**src/decode_pkg.sv**
```systemverilog
package decode_pkg;

    typedef logic [31:0] word_t;
    typedef logic [4:0]  reg_addr_t;

    // major opcodes, inst[31:26]
    typedef enum logic [5:0] {
        OP_SPECIAL = 6'b000000,
        OP_ADDI    = 6'b001000,
        OP_ADDIU   = 6'b001001,
        OP_SLTI    = 6'b001010,
        OP_SLTIU   = 6'b001011,
        OP_ANDI    = 6'b001100,
        OP_ORI     = 6'b001101,
        OP_XORI    = 6'b001110,
        OP_LUI     = 6'b001111
    } opcode_e;

    // special function field, inst[5:0]
    typedef enum logic [5:0] {
        FUNC_SLL  = 6'b000000,
        FUNC_SRL  = 6'b000010,
        FUNC_SRA  = 6'b000011,
        FUNC_SLLV = 6'b000100,
        FUNC_SRLV = 6'b000110,
        FUNC_SRAV = 6'b000111,
        FUNC_ADD  = 6'b100000,
        FUNC_ADDU = 6'b100001,
        FUNC_SUB  = 6'b100010,
        FUNC_SUBU = 6'b100011,
        FUNC_AND  = 6'b100100,
        FUNC_OR   = 6'b100101,
        FUNC_XOR  = 6'b100110,
        FUNC_NOR  = 6'b100111,
        FUNC_SLT  = 6'b101010,
        FUNC_SLTU = 6'b101011
    } func_e;

    typedef enum logic [7:0] {
        ALU_NOP   = 8'h00,
        ALU_SRL   = 8'h02,
        ALU_SRA   = 8'h03,
        ALU_ADD   = 8'h20,
        ALU_ADDU  = 8'h21,
        ALU_SUB   = 8'h22,
        ALU_SUBU  = 8'h23,
        ALU_AND   = 8'h24,
        ALU_OR    = 8'h25,
        ALU_XOR   = 8'h26,
        ALU_NOR   = 8'h27,
        ALU_SLT   = 8'h2a,
        ALU_SLTU  = 8'h2b,
        ALU_ADDI  = 8'h55,
        ALU_ADDIU = 8'h56,
        ALU_SLTI  = 8'h57,
        ALU_SLTIU = 8'h58,
        ALU_ANDI  = 8'h59,
        ALU_ORI   = 8'h5a,
        ALU_XORI  = 8'h5b,
        ALU_LUI   = 8'h5c,
        ALU_SLL   = 8'h7c  // sll and sllv both
    } alu_op_e;

    typedef enum logic [2:0] {
        SEL_NOP   = 3'b000,
        SEL_LOGIC = 3'b001,
        SEL_SHIFT = 3'b010,
        SEL_ARITH = 3'b100
    } alu_sel_e;

    // ex/mem bypass and writeback port
    typedef struct packed {
        logic      wreg;
        reg_addr_t wd;
        word_t     wdata;
    } reg_write_t;

    typedef struct packed {
        alu_op_e   aluop;
        alu_sel_e  alusel;
        reg_addr_t wd;
        logic      wreg;
        logic      reg1_read;
        logic      reg2_read;
        word_t     imm;
        logic      inst_valid;
    } decode_ctrl_t;

    typedef struct packed {
        alu_op_e   aluop;
        alu_sel_e  alusel;
        reg_addr_t wd;
        logic      wreg;
        logic      inst_valid;
        word_t     reg1;
        word_t     reg2;
    } decode_out_t;

endpackage
```
**src/decode_stage.sv**
```systemverilog
`timescale 1ns/1ns

module decode_stage import decode_pkg::*; (
    input  logic        clk,
    input  logic        rst,
    input  logic        req_i,
    input  word_t       inst_i,
    input  reg_write_t  ex_fwd_i,
    input  reg_write_t  mem_fwd_i,
    input  reg_write_t  wb_i,
    output logic        ack_o,
    output decode_out_t result_o
);

    decode_ctrl_t ctrl;
    reg_addr_t    rs;
    reg_addr_t    rt;
    word_t        rdata1;
    word_t        rdata2;
    word_t        reg1;
    word_t        reg2;

    inst_decoder u_dec (
        .inst_i (inst_i),
        .ctrl_o (ctrl),
        .rs_o   (rs),
        .rt_o   (rt)
    );

    reg_file u_rf (
        .clk      (clk),
        .rst      (rst),
        .raddr1_i (rs),
        .raddr2_i (rt),
        .rdata1_o (rdata1),
        .rdata2_o (rdata2),
        .wr_i     (wb_i)
    );

    // operand 1 from rs
    operand_select u_op1 (
        .read_en_i  (ctrl.reg1_read),
        .addr_i     (rs),
        .reg_data_i (rdata1),
        .imm_i      (ctrl.imm),
        .ex_fwd_i   (ex_fwd_i),
        .mem_fwd_i  (mem_fwd_i),
        .operand_o  (reg1)
    );

    // operand 2 from rt
    operand_select u_op2 (
        .read_en_i  (ctrl.reg2_read),
        .addr_i     (rt),
        .reg_data_i (rdata2),
        .imm_i      (ctrl.imm),
        .ex_fwd_i   (ex_fwd_i),
        .mem_fwd_i  (mem_fwd_i),
        .operand_o  (reg2)
    );

    decode_handshake u_hs (
        .clk      (clk),
        .rst      (rst),
        .req_i    (req_i),
        .ack_o    (ack_o),
        .ctrl_i   (ctrl),
        .reg1_i   (reg1),
        .reg2_i   (reg2),
        .result_o (result_o)
    );

endmodule

```
**src/decode_handshake.sv**
```systemverilog
`timescale 1ns/1ns

module decode_handshake import decode_pkg::*; (
    input  logic         clk,
    input  logic         rst,
    input  logic         req_i,
    output logic         ack_o,
    input  decode_ctrl_t ctrl_i,
    input  word_t        reg1_i,
    input  word_t        reg2_i,
    output decode_out_t  result_o
);

    logic        ack_q;
    decode_out_t result_q;
    decode_out_t result_d;

    always_comb begin
        result_d.aluop      = ctrl_i.aluop;
        result_d.alusel     = ctrl_i.alusel;
        result_d.wd         = ctrl_i.wd;
        result_d.wreg       = ctrl_i.wreg;
        result_d.inst_valid = ctrl_i.inst_valid;
        result_d.reg1       = reg1_i;
        result_d.reg2       = reg2_i;
    end

    always_ff @(posedge clk) begin
        if (rst) begin
            ack_q    <= 1'b0;
            result_q <= '0;
        end else if (req_i && !ack_q) begin
            ack_q    <= 1'b1; // latch and acknowledge
            result_q <= result_d;
        end else if (!req_i && ack_q) begin
            ack_q <= 1'b0; // return to idle
        end
    end

    assign ack_o    = ack_q;
    assign result_o = result_q;

    a_ack_needs_req: assert property (
        @(posedge clk) disable iff (rst) $rose(ack_q) |-> $past(req_i))
        else $error("ack rose without req");

    // result must not move until the next handshake
    a_result_held: assert property (
        @(posedge clk) disable iff (rst) (ack_q && $past(ack_q)) |-> $stable(result_q))
        else $error("result changed while ack high");

endmodule

```
**src/operand_select.sv**
```systemverilog
`timescale 1ns/1ns

module operand_select import decode_pkg::*; (
    input  logic       read_en_i,
    input  reg_addr_t  addr_i,
    input  word_t      reg_data_i,
    input  word_t      imm_i,
    input  reg_write_t ex_fwd_i,
    input  reg_write_t mem_fwd_i,
    output word_t      operand_o
);

    logic ex_hit;
    logic mem_hit;

    assign ex_hit  = ex_fwd_i.wreg  && ex_fwd_i.wd  == addr_i && ex_fwd_i.wd  != '0;
    assign mem_hit = mem_fwd_i.wreg && mem_fwd_i.wd == addr_i && mem_fwd_i.wd != '0;

    always_comb begin
        if (!read_en_i) operand_o = imm_i;
        else if (ex_hit) operand_o = ex_fwd_i.wdata; // ex is youngest
        else if (mem_hit) operand_o = mem_fwd_i.wdata;
        else operand_o = reg_data_i;
    end

endmodule

```
**src/inst_decoder.sv**
```systemverilog
`timescale 1ns/1ns

module inst_decoder import decode_pkg::*; (
    input  word_t        inst_i,
    output decode_ctrl_t ctrl_o,
    output reg_addr_t    rs_o,
    output reg_addr_t    rt_o
);

    logic [5:0]  opcode;
    reg_addr_t   rs;
    reg_addr_t   rt;
    reg_addr_t   rd;
    logic [4:0]  sa;
    logic [5:0]  func;
    logic [15:0] imm16;
    word_t       imm_zext;
    word_t       imm_sext;

    assign {opcode, rs, rt, rd, sa, func} = inst_i;
    assign imm16    = inst_i[15:0];
    assign imm_zext = {16'h0000, imm16};
    assign imm_sext = {{16{imm16[15]}}, imm16};

    // read addresses always come straight from the fields
    assign rs_o = rs;
    assign rt_o = rt;

    // three-register form, rd written
    function automatic decode_ctrl_t rr_form(alu_op_e op, alu_sel_e sel, reg_addr_t dst);
        decode_ctrl_t c;
        c            = '0;
        c.aluop      = op;
        c.alusel     = sel;
        c.wd         = dst;
        c.wreg       = 1'b1;
        c.reg1_read  = 1'b1;
        c.reg2_read  = 1'b1;
        c.inst_valid = 1'b1;
        return c;
    endfunction

    // shift by sa, only rt read
    function automatic decode_ctrl_t sh_form(alu_op_e op, reg_addr_t dst, logic [4:0] shamt);
        decode_ctrl_t c;
        c            = '0;
        c.aluop      = op;
        c.alusel     = SEL_SHIFT;
        c.wd         = dst;
        c.wreg       = 1'b1;
        c.reg2_read  = 1'b1;
        c.imm        = {27'd0, shamt}; // sa rides in imm
        c.inst_valid = 1'b1;
        return c;
    endfunction

    // immediate form, rs read, rt written
    function automatic decode_ctrl_t ri_form(alu_op_e op, alu_sel_e sel, reg_addr_t dst,
                                             word_t imm);
        decode_ctrl_t c;
        c            = '0;
        c.aluop      = op;
        c.alusel     = sel;
        c.wd         = dst;
        c.wreg       = 1'b1;
        c.reg1_read  = 1'b1;
        c.imm        = imm;
        c.inst_valid = 1'b1;
        return c;
    endfunction

    always_comb begin
        ctrl_o        = '0; // invalid unless matched below
        ctrl_o.aluop  = ALU_NOP;
        ctrl_o.alusel = SEL_NOP;
        ctrl_o.wd     = rd;
        case (opcode_e'(opcode))
            OP_SPECIAL: begin
                case (func_e'(func))
                    FUNC_AND:  if (sa == '0) ctrl_o = rr_form(ALU_AND, SEL_LOGIC, rd);
                    FUNC_OR:   if (sa == '0) ctrl_o = rr_form(ALU_OR,  SEL_LOGIC, rd);
                    FUNC_XOR:  if (sa == '0) ctrl_o = rr_form(ALU_XOR, SEL_LOGIC, rd);
                    FUNC_NOR:  if (sa == '0) ctrl_o = rr_form(ALU_NOR, SEL_LOGIC, rd);
                    FUNC_SLLV: if (sa == '0) ctrl_o = rr_form(ALU_SLL, SEL_SHIFT, rd);
                    FUNC_SRLV: if (sa == '0) ctrl_o = rr_form(ALU_SRL, SEL_SHIFT, rd);
                    FUNC_SRAV: if (sa == '0) ctrl_o = rr_form(ALU_SRA, SEL_SHIFT, rd);
                    FUNC_SLL:  if (rs == '0) ctrl_o = sh_form(ALU_SLL, rd, sa);
                    FUNC_SRL:  if (rs == '0) ctrl_o = sh_form(ALU_SRL, rd, sa);
                    FUNC_SRA:  if (rs == '0) ctrl_o = sh_form(ALU_SRA, rd, sa);
                    // arithmetic has no sa check
                    FUNC_ADD:  ctrl_o = rr_form(ALU_ADD,  SEL_ARITH, rd);
                    FUNC_ADDU: ctrl_o = rr_form(ALU_ADDU, SEL_ARITH, rd);
                    FUNC_SUB:  ctrl_o = rr_form(ALU_SUB,  SEL_ARITH, rd);
                    FUNC_SUBU: ctrl_o = rr_form(ALU_SUBU, SEL_ARITH, rd);
                    FUNC_SLT:  ctrl_o = rr_form(ALU_SLT,  SEL_ARITH, rd);
                    FUNC_SLTU: ctrl_o = rr_form(ALU_SLTU, SEL_ARITH, rd);
                    default: ;
                endcase
            end
            OP_ANDI:  ctrl_o = ri_form(ALU_ANDI,  SEL_LOGIC, rt, imm_zext);
            OP_ORI:   ctrl_o = ri_form(ALU_ORI,   SEL_LOGIC, rt, imm_zext);
            OP_XORI:  ctrl_o = ri_form(ALU_XORI,  SEL_LOGIC, rt, imm_zext);
            OP_LUI:   ctrl_o = ri_form(ALU_LUI,   SEL_LOGIC, rt, {imm16, 16'h0000}); // rs still read
            OP_ADDI:  ctrl_o = ri_form(ALU_ADDI,  SEL_ARITH, rt, imm_sext);
            OP_ADDIU: ctrl_o = ri_form(ALU_ADDIU, SEL_ARITH, rt, imm_sext);
            OP_SLTI:  ctrl_o = ri_form(ALU_SLTI,  SEL_ARITH, rt, imm_sext);
            OP_SLTIU: ctrl_o = ri_form(ALU_SLTIU, SEL_ARITH, rt, imm_sext);
            default: ;
        endcase
    end

endmodule

```
**src/reg_file.sv**
```systemverilog
`timescale 1ns/1ns

module reg_file import decode_pkg::*; (
    input  logic       clk,
    input  logic       rst,
    input  reg_addr_t  raddr1_i,
    input  reg_addr_t  raddr2_i,
    output word_t      rdata1_o,
    output word_t      rdata2_o,
    input  reg_write_t wr_i
);

    word_t regs [1:31]; // $0 has no storage

    always_ff @(posedge clk) begin
        if (rst) begin
            for (int i = 1; i < 32; i++) begin
                regs[i] <= '0;
            end
        end else if (wr_i.wreg && wr_i.wd != '0) begin
            regs[wr_i.wd] <= wr_i.wdata;
        end
    end

    // no write-to-read bypass, same-cycle read sees old value
    assign rdata1_o = (raddr1_i == '0) ? '0 : regs[raddr1_i];
    assign rdata2_o = (raddr2_i == '0) ? '0 : regs[raddr2_i];

endmodule

```
**config.mk**
```make
export PLATFORM = sky130hd
export DESIGN_NAME = decode_stage
export DESIGN_NICKNAME = d
export VERILOG_FILES = /design/src/decode_pkg.sv /design/src/decode_stage.sv /design/src/decode_handshake.sv /design/src/operand_select.sv /design/src/inst_decoder.sv /design/src/reg_file.sv
export SDC_FILE = /design/constraint.sdc
export NUM_CORES = 2
export LEC_CHECK = 0
export ABC_AREA = 1
export BUFFER_PORTS_ARGS = -buffer_cell sky130_fd_sc_hd__buf_2
export CAP_MARGIN = 20
export CORE_MARGIN = 3
export CORE_UTILIZATION = 25
export CTS_CLUSTER_DIAMETER = 50
export DETAILED_ROUTE_END_ITERATION = 7
export SLEW_MARGIN = 15
export SYNTH_ARGS = -nofsm -noshare
export SYNTH_HDL_FRONTEND = slang
export SYNTH_SLANG_ARGS = --single-unit
export TNS_END_PERCENT = 10
```
**constraint.sdc**
```tcl
create_clock -name clk -period 6.12 [get_ports clk]
set_input_delay 1.224 -clock clk [delete_from_list [all_inputs] [get_ports clk]]
set_output_delay 1.224 -clock clk [all_outputs]
set_load 0.03 [all_outputs]
```
==> impl_results.md <==
* Relative slew slack at 17.17%
* GPL Wtd Cong at 0.9338
* Core area at 0.2464 sq mm
* Initial DRC Count at 8984
* Final worst path period share at 65.82%
* Post-CTS sizing at 0
* DR vias at 57160
* Reg-to-Reg End: u_hs.result_o[29]$_SDFFE_PP0P_
* Min-delay src: u_hs.result_o[74]$_SDFFE_PP0P_
* CP max FO at 36
* Share of the synthesized area in the top cell type at 49.58%
* Grt ovf at 0
* Fmax at 248.2 MHz
* HPWL Detailed at 156900 um
* Reg clk slew, reported paths at 0.06 ns
* Die Ht at 504.1 um
* Compound-cell area share of the yosys netlist at 13.29%
* Synth Area in Simple Gates at 24.72%
* # DRC at 0
* Clock Latency Late Sink at 0.81 ns
* Via density at 5.281
* Pwr/cell area at 282.9 mW/mm^2
* Number of global-route vias before repair at 53500
* Initial Util at 25.17%
* Slew @ Worst Pin at 1.242 ns
* Wire length of the first global-routing pass at 369300 um
* Io pins at 232
* Distinct cells, synth at 44
* WS Path Type: input port to flip-flop
* CTS tree: built
* Post-CTS Setup Bufs at 0
* Worst path required time at 6.77 ns
* Final WL at 257000 um
* Setup_tns at 0 ns
* Worst vdd ir at 0.2327 mV
* Top Family by Delay on Critical Path: simple AND/OR/NAND/NOR gates
* Primary FF master, synth: edfxtp_1
* Fin crit period at 4.028 ns
* Layout area overhead at 13.64%
* Share of cells above drive strength 1 at 10.45%
* Synthesis Warnings at 0
* Worst min-delay path category: flip-flop to flip-flop
* Worst hold stages at 2
* Antenna-violating nets left at 0
* CP startpoint kind: input port
* CTS H-tree depth at 4
* Die ar. at 0.2541 sq mm
* WP data arrival at 4.68 ns
* Synth area leader: edfxtp_1
* Max-cap viol count at 0
* Static Leak at 27.55 nW
* Synth area leaders: edfxtp_1, nor2_1, nand2_1
* Pre-Repair DR Iteration Count at 8
* Syn avg cell area at 8.260 sq um
* Crit path cell chain: buf_4 -> clkinv_2 -> nand2_1 -> o21ai_1 -> nor2_1 -> nand3_1 -> nor2_2 -> nor2_4 -> nand3_1 -> nand2_1 -> nand2_1 -> nand2_1 -> nand2_1 -> a21oi_1
* WL/cell at 23.75 um
* Floorplan row count at 182
* Sink of the worst hold path: u_hs.result_o[74]$_SDFFE_PP0P_
* Slowest cell delay on critical path at 0.75 ns
* Synth top cells by count: nor2_1, nand2_1, edfxtp_1
* Synth Area in XOR/XNOR at 0.08474%
* Origin of the worst setup path: inst_i[24]
* GRT Overall Usage at 19.34%
* Clk sinks at 1104
* Die X at 504.1 um
* I/O Buffers at 230
* Skew final at 0.02505 ns
* Final net count at 7540
* CTS Buf Count at 140
* RSZ-0062 raised after global routing: false
* Clock Tree Buf Depth at 3
* Mux cell area share after synthesis at 0%
* Final setup fails at 0
* CP dominant cell by count: nand2_1
* FF-to-FF path depth at 8
* Total Power at 0.01994 W
* Slew Viols, Final at 0
* Critical path's slowest cell: clkinv_2
* Root cell of the clock tree: clkbuf_16
* Hold slack at 0.4631 ns
* Largest net degree at the start of global routing at 212
* Post-Synthesis Cells at 7508
* Post-synth EDFFs at 1024
* Critical Path End Type: flip-flop
* Mapped Area at 0.06202 sq mm
* Worst r2r src: u_rf.regs[12][29]$_SDFFCE_PN0P_
* Final hold vios at 0
* R2r setup slk at 3.86 ns
* Largest family of logic cells by synthesized area: simple AND/OR/NAND/NOR gates
* Hold buffers post-CTS at 0
* Count leader, synth: nor2_1
* Post-synthesis register bit count at 1104
* Initial antenna violation count at 21
* Outcome: finished clean
* Sequential area share after synthesis at 52.17%
* Post-synthesis adder-cell area fraction at 0.02018%
* Async SR Flop Fraction at 0%
* Crit path buffers/inverters at 2
## power breakdown
| part | switching, W | internal [W] | leakage [nW] |
|---|---|---|---|
| Sequential | 0.000195 | 0.00866 | 10.4 |
| Clock | 0.00341 | 0.00499 | 2.21 |
| Combinational | 0.00202 | 0.000654 | 14.9 |
| Total | 0.00563 | 0.0143 | 27.6 |
## tightest hold or removal path, stage by stage (launching register included)
cell and delay [ns]:
dfxtp_1 0.30, nand2_1 0.06, a21oi_1 0.06
## layout by cell type, fill, tap and decap left out, drive strengths merged, types with 4 or more instances in the layout
master	count
nor2	1300
conb	33
inv	697
nor3	16
clkinv	49
o22ai	4
nand4	142
dfxtp	80
or2	106
o211ai	482
clkbuf	178
buf	390
a221oi	4
clkinvlp	10
bufinv	14
o31ai	13
edfxtp	1024
a21oi	352
nand3	821
xnor2	5
diode	9
nand2	1238
o21ai	531
## worst max-delay path by stage
stage                     depth (start not counted)                               to
after floorplan                                   9   u_rf.regs[31][0]$_SDFFCE_PN0P_
after global placement                           10  u_rf.regs[12][10]$_SDFFCE_PN0P_
after detailed placement                         14   u_hs.result_o[33]$_SDFFE_PP0P_
after CTS                                        14   u_hs.result_o[33]$_SDFFE_PP0P_
after global routing                             13   u_hs.result_o[50]$_SDFFE_PP0P_
final                                            14   u_hs.result_o[33]$_SDFFE_PP0P_
## routing by layer
metal  vias up  share of wire (%)  GRT usage, %
li1      25210                  -             -
met1     27550                 39         25.22
met2      3743                 43         29.37
met3       639                 13         5.706
met4        14                4.8         9.006
met5         -              0.096             0
## logic make-up after synthesis
group                    count (synthesis)
AND/OR/NAND/NOR                       3627
AO/OA/AOI/OAI                         1392
buffers and inverters                 1377
flip-flops                            1104
XOR/XNOR                                 6
adder cells (fa/ha/maj)                  1
other                                    1
## state kept, by name, indices dropped and copies added, names as in the netlist
name,flops
u_rf.regs,1024
u_hs.result_o,79
u_hs.ack_o,1
## per-stage QoR
step / worst slack [ns] / area, sq um / std cells / utilization (%)
finish: 2.092 / 70470 / 10820 / 28.60
global route: 1.922 / 70460 / 10820 / 28.60
CTS: 2.274 / 70350 / 10810 / 28.55
detailed placement: 1.432 / 65730 / 10550 / 26.68
global placement: 1.009 / 65640 / 10550 / 26.64
floorplan: 2.724 / 62140 / 7540 / -
## layout make-up
type                       count  area (sq um)
antenna                        9         22.52
clock buffer                 176          3787
clock inverter                77         825.8
fill                       26210        175900
inverter                     693          2631
multi-input combinational   5059         23950
sequential                  1104         32350
tap                         3312          4144
timing repair buffer         392          2756
Power figures use the tool's default switching activity.
